[src/dac_regs_pkg.sv]
// register map of the AD5601 controller
// bus widths, word addresses and response codes

`default_nettype none

package dac_regs_pkg;

    ////////////////////
    // bus widths

    localparam int bus_data_width = 32;
    localparam int bus_addr_width = 8;   // byte address
    localparam int bus_be_width   = bus_data_width / 8;

    ////////////////////
    // register map

    // word addresses, byte address is word address times 4
    typedef enum logic [2:0] {
        addr_version_id   = 3'd0,
        addr_num_regs     = 3'd1,
        addr_device_state = 3'd2,
        addr_dac_reg      = 3'd3,
        addr_en_avmm_ctrl = 3'd4,
        total_regs        = 3'd5    // first undefined address
    } reg_addr_t;

    typedef enum logic [1:0] {
        resp_okay        = 2'd0,
        resp_slave_error = 2'd2
    } resp_t;

    localparam logic [15:0] module_version = 16'd1;   // upper half of version word

endpackage

`default_nettype wire

[src/dac_spi_pkg.sv]
// AD5601 frame layout
// and states of the transfer sequencer

`default_nettype none

package dac_spi_pkg;

    ////////////////////
    // frame layout

    // one frame per update, MSB first
    // 15:14 power-down mode
    // 13:6  data
    // 5:0   don't care
    localparam int dac_frame_width = 16;
    localparam int dac_data_width  = 8;
    localparam int dac_data_lsb    = 6;

    ////////////////////
    // sequencer

    typedef enum logic [1:0] {
        st_idle              = 2'd0,    // waiting for a load
        st_start_after_reset = 2'd1,    // default frame pending
        st_busy              = 2'd2     // frame on the wire
    } seq_state_t;

endpackage

`default_nettype wire

[src/dac_avmm_regfile.sv]
// memory-mapped register slave of the AD5601 controller
// DAC register with byte merge, direct data path and load pulse

`timescale 1ns/1ns
`default_nettype none

module dac_avmm_regfile
    import dac_regs_pkg::*;
    import dac_spi_pkg::*;
#(
    parameter logic [15:0] module_id   = 16'h0000,
    parameter logic [15:0] dac_default = 16'h0000   // mode 15:14, data 13:6
) (
    input  var logic                      clk_ifc,
    input  var logic                      SET_DEFAULT_ON_RESET,

    input  var logic [bus_addr_width-1:0] address,
    input  var logic                      read,
    input  var logic                      write,
    input  var logic [bus_data_width-1:0] writedata,
    input  var logic [bus_be_width-1:0]   byteenable,
    output logic                          waitrequest,
    output logic [bus_data_width-1:0]     readdata,
    output logic                          readdatavalid,
    output logic                          writeresponsevalid,
    output resp_t                         response,

    input  var logic                      en_avmm_ctrl,
    input  var logic [dac_data_width-1:0] dac_data,
    input  var logic                      dac_data_valid,

    output logic                          dac_load,
    output logic [dac_frame_width-1:0]    dac_word
);

    localparam int word_addr_width = bus_addr_width - 2;

    logic [word_addr_width-1:0] word_address;
    logic                       addr_valid;
    logic                       bus_dac_wr;     // bus owns the register
    logic                       direct_wr;      // strobe owns it
    logic [bus_data_width-1:0]  dac_reg;
    logic                       en_mirror;      // read-only copy of en_avmm_ctrl
    logic [bus_data_width-1:0]  read_mux;

    // replace only the enabled byte lanes
    function automatic logic [bus_data_width-1:0] merge_bytes(
        input logic [bus_data_width-1:0] old_word,
        input logic [bus_data_width-1:0] new_word,
        input logic [bus_be_width-1:0]   be
    );
        logic [bus_data_width-1:0] merged;
        merged = old_word;
        for (int i = 0; i < bus_be_width; i++) begin
            if (be[i]) begin
                merged[8*i +: 8] = new_word[8*i +: 8];
            end
        end
        return merged;
    endfunction

    ////////////////////
    // decode

    assign word_address = address[bus_addr_width-1:2];
    assign addr_valid   = word_address < word_addr_width'(total_regs);

    assign bus_dac_wr = write && en_avmm_ctrl
                        && (word_address == word_addr_width'(addr_dac_reg));
    assign direct_wr  = dac_data_valid && !en_avmm_ctrl;

    assign dac_word = dac_reg[dac_frame_width-1:0];   // upper half never reaches the DAC

    always_comb begin
        case (reg_addr_t'(word_address[2:0]))
            addr_version_id:   read_mux = {module_version, module_id};
            addr_num_regs:     read_mux = bus_data_width'(total_regs);
            addr_device_state: read_mux = bus_data_width'(1);   // always ready
            addr_dac_reg:      read_mux = dac_reg;
            addr_en_avmm_ctrl: read_mux = {{(bus_data_width-1){1'b0}}, en_mirror};
            default:           read_mux = '0;
        endcase
    end

    ////////////////////
    // control and DAC register

    always_ff @(posedge clk_ifc) begin
        if (SET_DEFAULT_ON_RESET) begin
            waitrequest        <= 1'b1;
            readdatavalid      <= 1'b0;
            writeresponsevalid <= 1'b0;
            dac_load           <= 1'b0;
            dac_reg            <= {{(bus_data_width-16){1'b0}}, dac_default};
        end else begin
            waitrequest        <= 1'b0;
            readdatavalid      <= read;
            writeresponsevalid <= write;
            dac_load           <= bus_dac_wr || direct_wr;   // same cycle as new value

            if (bus_dac_wr) begin
                dac_reg <= merge_bytes(dac_reg, writedata, byteenable);
            end else if (direct_wr) begin
                dac_reg[dac_data_lsb +: dac_data_width] <= dac_data;
            end
        end
    end

    // read data and response path
    always_ff @(posedge clk_ifc) begin
        en_mirror <= en_avmm_ctrl;
        if (read || write) begin
            response <= addr_valid ? resp_okay : resp_slave_error;
        end
        if (read) begin
            readdata <= addr_valid ? read_mux : '0;
        end
    end

endmodule

`default_nettype wire

[src/dac_spi_sequencer.sv]
// transfer sequencer for the AD5601 controller
// launches frames, merges loads during a frame, owns initdone

`timescale 1ns/1ns
`default_nettype none

module dac_spi_sequencer
    import dac_spi_pkg::*;
#(
    parameter bit write_default_at_reset = 1'b0
) (
    input  var logic                       clk_ifc,
    input  var logic                       SET_DEFAULT_ON_RESET,

    input  var logic                       dac_load,
    input  var logic [dac_frame_width-1:0] dac_word,

    input  var logic                       shift_done,
    input  var logic                       shift_busy,
    output logic                           shift_start,
    output logic [dac_frame_width-1:0]     shift_frame,

    output logic                           dac_data_updated,
    output logic                           initdone
);

    seq_state_t state_q;
    logic       pending_q;   // at least one load since the last launch
    logic       launch;

    // decide whether a frame goes out on the next edge
    always_comb begin
        case (state_q)
            st_idle:              launch = (dac_load || pending_q) && !shift_busy;
            st_start_after_reset: launch = !shift_busy;
            st_busy:              launch = shift_done && (dac_load || pending_q);
            default:              launch = 1'b0;
        endcase
    end

    always_ff @(posedge clk_ifc) begin
        if (SET_DEFAULT_ON_RESET) begin
            state_q          <= write_default_at_reset ? st_start_after_reset : st_idle;
            pending_q        <= 1'b0;
            shift_start      <= 1'b0;
            dac_data_updated <= 1'b0;
        end else begin
            shift_start      <= launch;
            dac_data_updated <= shift_done;   // one pulse per finished frame

            if (launch) begin
                pending_q <= 1'b0;            // latest dac_word covers every earlier load
            end else if (dac_load) begin
                pending_q <= 1'b1;
            end

            case (state_q)
                st_idle, st_start_after_reset: begin
                    if (launch) begin
                        state_q <= st_busy;
                    end
                end
                st_busy: begin
                    if (shift_done && !launch) begin
                        state_q <= st_idle;
                    end
                end
                default: state_q <= st_idle;
            endcase
        end
    end

    // frame payload
    always_ff @(posedge clk_ifc) begin
        if (launch) begin
            shift_frame <= dac_word;
        end
    end

    // done at once, or after the default frame
    always_ff @(posedge clk_ifc) begin
        if (SET_DEFAULT_ON_RESET) begin
            initdone <= 1'b0;
        end else if (!write_default_at_reset || shift_done) begin
            initdone <= 1'b1;
        end
    end

endmodule

`default_nettype wire

[src/dac_spi_shifter.sv]
// 16-bit SPI serializer for the AD5601
// SCLK divider, bit timing and frame strobe

`timescale 1ns/1ns
`default_nettype none

module dac_spi_shifter
    import dac_spi_pkg::*;
#(
    parameter int sclk_half_period = 2   // clk cycles per SCLK half period
) (
    input  var logic                       clk_ifc,
    input  var logic                       SET_DEFAULT_ON_RESET,

    input  var logic                       shift_start,
    input  var logic [dac_frame_width-1:0] shift_frame,

    output logic                           sclk,
    output logic                           mosi,
    output logic                           sync_n,
    output logic                           shift_busy,
    output logic                           shift_done
);

    localparam int div_width  = $clog2(sclk_half_period) + 1;
    localparam int last_half  = 2 * dac_frame_width - 1;
    localparam int half_width = $clog2(2 * dac_frame_width);

    logic [div_width-1:0]       div_cnt;
    logic [half_width-1:0]      half_cnt;    // SCLK half periods done in this frame
    logic                       busy_q;
    logic [dac_frame_width-1:0] shift_q;

    assign mosi       = shift_q[dac_frame_width-1];   // MSB first
    assign sync_n     = ~busy_q;
    assign shift_busy = busy_q;

    always_ff @(posedge clk_ifc) begin
        if (SET_DEFAULT_ON_RESET) begin
            busy_q     <= 1'b0;
            sclk       <= 1'b1;   // idle high
            shift_done <= 1'b0;
            div_cnt    <= '0;
            half_cnt   <= '0;
        end else begin
            shift_done <= 1'b0;
            if (!busy_q) begin
                if (shift_start) begin
                    busy_q   <= 1'b1;
                    shift_q  <= shift_frame;
                    div_cnt  <= '0;
                    half_cnt <= '0;
                end
            end else if (div_cnt == div_width'(sclk_half_period - 1)) begin
                div_cnt  <= '0;
                half_cnt <= half_cnt + 1'b1;
                sclk     <= ~sclk;
                if (half_cnt == half_width'(last_half)) begin
                    busy_q     <= 1'b0;   // sync_n up with the last rising edge
                    shift_done <= 1'b1;
                    sclk       <= 1'b1;
                end else if (!sclk) begin
                    shift_q <= shift_q << 1;   // rising edge launches next bit
                end
            end else begin
                div_cnt <= div_cnt + 1'b1;
            end
        end
    end

endmodule

`default_nettype wire

[src/dac_ad5601_ctrl.sv]
// top level of the AD5601 controller
// register slave, transfer sequencer and SPI serializer

`timescale 1ns/1ns
`default_nettype none

module dac_ad5601_ctrl
    import dac_regs_pkg::*;
    import dac_spi_pkg::*;
#(
    parameter logic [15:0] module_id              = 16'h0000,
    parameter logic [15:0] dac_default            = 16'h0000,
    parameter bit          write_default_at_reset = 1'b0,
    parameter int          sclk_half_period       = 2
) (
    input  var logic                      clk_ifc,
    input  var logic                      SET_DEFAULT_ON_RESET,

    // register bus
    input  var logic [bus_addr_width-1:0] address,
    input  var logic                      read,
    input  var logic                      write,
    input  var logic [bus_data_width-1:0] writedata,
    input  var logic [bus_be_width-1:0]   byteenable,
    output logic                          waitrequest,
    output logic [bus_data_width-1:0]     readdata,
    output logic                          readdatavalid,
    output logic                          writeresponsevalid,
    output resp_t                         response,

    // direct data path
    input  var logic                      en_avmm_ctrl,
    input  var logic [dac_data_width-1:0] dac_data,
    input  var logic                      dac_data_valid,
    output logic                          dac_data_updated,
    output logic                          initdone,

    // AD5601 pins
    output logic                          sclk,
    output logic                          mosi,
    output logic                          sync_n
);

    logic                       dac_load;
    logic [dac_frame_width-1:0] dac_word;
    logic                       shift_start;
    logic [dac_frame_width-1:0] shift_frame;
    logic                       shift_done;
    logic                       shift_busy;

    ////////////////////
    // register map and bus

    dac_avmm_regfile #(
        .module_id   (module_id),
        .dac_default (dac_default)
    ) dac_avmm_regfile_i (
        .clk_ifc              (clk_ifc),
        .SET_DEFAULT_ON_RESET (SET_DEFAULT_ON_RESET),
        .address              (address),
        .read                 (read),
        .write                (write),
        .writedata            (writedata),
        .byteenable           (byteenable),
        .waitrequest          (waitrequest),
        .readdata             (readdata),
        .readdatavalid        (readdatavalid),
        .writeresponsevalid   (writeresponsevalid),
        .response             (response),
        .en_avmm_ctrl         (en_avmm_ctrl),
        .dac_data             (dac_data),
        .dac_data_valid       (dac_data_valid),
        .dac_load             (dac_load),
        .dac_word             (dac_word)
    );

    ////////////////////
    // transfer control

    dac_spi_sequencer #(
        .write_default_at_reset (write_default_at_reset)
    ) dac_spi_sequencer_i (
        .clk_ifc              (clk_ifc),
        .SET_DEFAULT_ON_RESET (SET_DEFAULT_ON_RESET),
        .dac_load             (dac_load),
        .dac_word             (dac_word),
        .shift_done           (shift_done),
        .shift_busy           (shift_busy),
        .shift_start          (shift_start),
        .shift_frame          (shift_frame),
        .dac_data_updated     (dac_data_updated),
        .initdone             (initdone)
    );

    ////////////////////
    // SPI serializer

    dac_spi_shifter #(
        .sclk_half_period (sclk_half_period)
    ) dac_spi_shifter_i (
        .clk_ifc              (clk_ifc),
        .SET_DEFAULT_ON_RESET (SET_DEFAULT_ON_RESET),
        .shift_start          (shift_start),
        .shift_frame          (shift_frame),
        .sclk                 (sclk),
        .mosi                 (mosi),
        .sync_n               (sync_n),
        .shift_busy           (shift_busy),
        .shift_done           (shift_done)
    );

endmodule

`default_nettype wire

[config.mk]
export PLATFORM = sky130hd
export DESIGN_NAME = dac_ad5601_ctrl
export DESIGN_NICKNAME = d
export VERILOG_FILES = /design/src/dac_regs_pkg.sv /design/src/dac_spi_pkg.sv /design/src/dac_avmm_regfile.sv /design/src/dac_spi_sequencer.sv /design/src/dac_spi_shifter.sv /design/src/dac_ad5601_ctrl.sv
export SDC_FILE = /design/constraint.sdc
export NUM_CORES = 1
export LEC_CHECK = 0
export BUFFER_PORTS_ARGS = -buffer_cell sky130_fd_sc_hd__buf_4
export CAP_MARGIN = 20
export CORE_MARGIN = 2
export CORE_UTILIZATION = 50
export CTS_CLUSTER_SIZE = 8
export DETAILED_ROUTE_END_ITERATION = 12
export GPL_TIMING_DRIVEN = 0
export PLACE_DENSITY = 0.74
export SLEW_MARGIN = 20
export SYNTH_ARGS = -nofsm -noshare
export SYNTH_HDL_FRONTEND = slang
export SYNTH_SLANG_ARGS = --single-unit
[constraint.sdc]
create_clock -name clk_ifc -period 5.2 [get_ports clk_ifc]
set_clock_uncertainty 0.2 [all_clocks]
set_input_delay 0.26 -clock clk_ifc [delete_from_list [all_inputs] [get_ports clk_ifc]]
set_output_delay 0.26 -clock clk_ifc [all_outputs]
set_load 0.02 [all_outputs]
==> summary.txt <==
final setup fails: 0
max cap viols: 0
CTS tree: built
worst hold stages: 1
worst path required time: 5.45 ns
met1 Usage GRT: 33.48%
final hold violation count: 0
reg2reg path depth: 6
WHS Endpoint: dac_avmm_regfile_i.readdata[28]
placed cell count: 612
layer with the highest usage: met2
drt via density: 5.708
crit path buf inv count: 6
All-Layer GR Usage: 26.49%
Cell Count, Final, Fillers Out: 708
CP Max Fanout: 10
routability cong.: 0.8764
crit path kind: in -> reg
critical path launch point type: input port
CP Cell Sequence: dlygate4sd3_1, buf_4, nor4b_2, buf_2, buf_2, nand4_1, dlygate4sd3_1, a31oi_1, dlygate4sd3_1
Reg2Reg Setup Slack: 2.78 ns
die width: 101.5 um
most used cell, CP: dlygate4sd3_1
Yosys Warn Count: 0
clock period minus worst slack: 2.915 ns
DRC: 0
crit end category: flop
Post-Synthesis Cells: 391
Antenna Cells: 0
Post-Place Setup Slack: 2.793 ns
CP max stage delay: 0.60 ns
final WL: 12,870 um
Core ar.: 9240 um^2
setup_tns: 0 ns
antenna viol nets, final: 0
vias in the first global route: 4,006
first-pass GRT wire length: 20,470 um
most common cell after layout, fill and taps aside: buf_4
final-layout fill cell count: 599
outcome: complete, no violations
hold_ws: 0.02406 ns
DP Wirelength: 8011 um
die span in y: 101.5 um
final setup margin: 2.285 ns
initial antenna violation count: 0
Yosys reg bits: 117
proportion of synthesized chip area in sequential cells: 63.00%
most frequent cells in the layout: 93 x buf_4, 65 x edfxtp_1, 64 x dlygate4sd3_1
H-tree depth: 4
Worst R2R End: dac_spi_shifter_i.shift_q[2]
Longest Clk Path Bufs: 2
standard-cell row count: 35
largest net degree at the start of global routing: 35
die area: 10,300 um^2
Crit. Startpoint: en_avmm_ctrl
CTS resizes: 0
Slowest cell on crit path: dlygate4sd3_1
syn_nets: 451
clock buffers created by TritonCTS: 17
CTS Sinks: 117
Synth Flop Type: edfxtp_1
CP arrival: 3.16 ns
CTS clk-pin slew, worst paths: 0.06 ns
Slew Limit Fails: 0
Crit path max-delay family: buffers and inverters
Yosys cell types: 44
share of layout cells above drive strength 1: 28.67%
area grow syn2layout: 43.80%
slew margin rel.: 44.91%
Initial DRT Pass Iterations: 5
total power: 2.344 mW
IO Pins: 100
Pleak: 2.496 nW
Post-synth EDFFs: 65
fraction of registers with async set/reset: 0%
Yosys top cell area share: 41.09%
Hold Crit Start: read
CTS Root Cell: clkbuf_8
RSZ-0062 raised after global routing: false
Avg WL per Cell: 18.18 um
Fmax: 343.1 MHz
Iter 0 DRT Violations: 315
total gr overflow: 0
PD cells: 343.1 nW/um^2
Post-Syn Area per Cell: 12.15 um^2
Worst-Skew Late Latency: 0.51 ns
NumNets Final: 626
Tcrit/Tclk final: 56.06%
IO Port Bufs: 91
peak supply drop: 0.0002041 V
reg-to-reg startpoint: dac_spi_shifter_i.half_cnt[0]
area leader, netlist: edfxtp_1
GR Layer Usage met2: 43.66%
via count: 4,041
Hold WC Path Type: in -> reg
Worst-Margin Slew: 0.8255 ns
mapped cell area: 4751 um^2
GR Util met3: 6.280%
Synth area leaders: edfxtp_1 41%, dfxtp_1 22%, mux2_2 3.6%, a21oi_1 3.5%, nand4_1 3.4%
Starting Density: 51.42%
[final cells by class]
cell class / count / area [um^2] / share of cell area [%]
multi-input combinational: 220 / 1524 / 22.31
sequential: 117 / 2993 / 43.81
timing repair buffer: 156 / 1335 / 19.54
clock inverter: 14 / 160.2 / 2.344
tap: 129 / 161.4 / 2.363
inverter: 16 / 60.06 / 0.8791
buffer: 38 / 180.2 / 2.637
clock buffer: 18 / 417.9 / 6.117
[layer usage]
metal,up-vias,wire length (um)
li1,1855,-
met1,1950,5277
met2,193,6317
met4,0,407
met5,-,0
met3,43,867
[cell families (layout without fill, tap and decap cells)]
family / Yosys count / in the layout / share of synthesized area, %
other: 1 / 1 / 0.07893
AO/OA/AOI/OAI: 91 / 91 / 13.72
adder cells (fa/ha/maj): 2 / 2 / 0.5266
buffers and inverters: 54 / 242 / 5.057
AND/OR/NAND/NOR: 109 / 109 / 13.67
XOR/XNOR: 1 / 1 / 0.1844
multiplexers: 16 / 16 / 3.766
flip-flops: 117 / 117 / 63.00
[worst max-delay path by stage]
stage,end,slack [ns],depth (start not counted)
after global routing,dac_avmm_regfile_i.dac_reg[7],2.18,9
final,dac_avmm_regfile_i.dac_reg[7],2.29,9
after detailed placement,dac_spi_shifter_i.shift_q[2],2.79,6
after floorplan,dac_spi_shifter_i.shift_q[0],2.53,5
after global placement,dac_spi_shifter_i.shift_q[4],2.03,5
after CTS,dac_avmm_regfile_i.dac_reg[7],2.42,9
[per-stage QoR]
stage | cell area [um^2] | util (%)
final | 6832 | 73.93
after global routing | 6832 | 73.93
after CTS | 6832 | 73.93
after detailed placement | 5613 | 60.74
after global placement | 5595 | 60.56
after floorplan | 4751 | -
[cells in the mapped netlist (11+ instances only)]
master and n:
inv_1 16, o41ai_1 18, buf_2 12, nand4_1 26, nand3_1 11, a21oi_1 33
clkbuf_1 22, dfxtp_1 52, edfxtp_1 65, a311oi_1 12, mux2_2 15, and2_1 21
[repair_timing]
item	in CTS	in global routing
hold buffers	64	0
hold endpoints to repair	41	0
setup buffers	0	0
[where the power goes]
group	switching, mW	total (mW)	internal (mW)
sequential	0.0111	1.01	1.00
clock	0.418	1.14	0.724
combinational	0.100	0.189	0.0890
No activity file was read; power rests on OpenSTA's default activity.
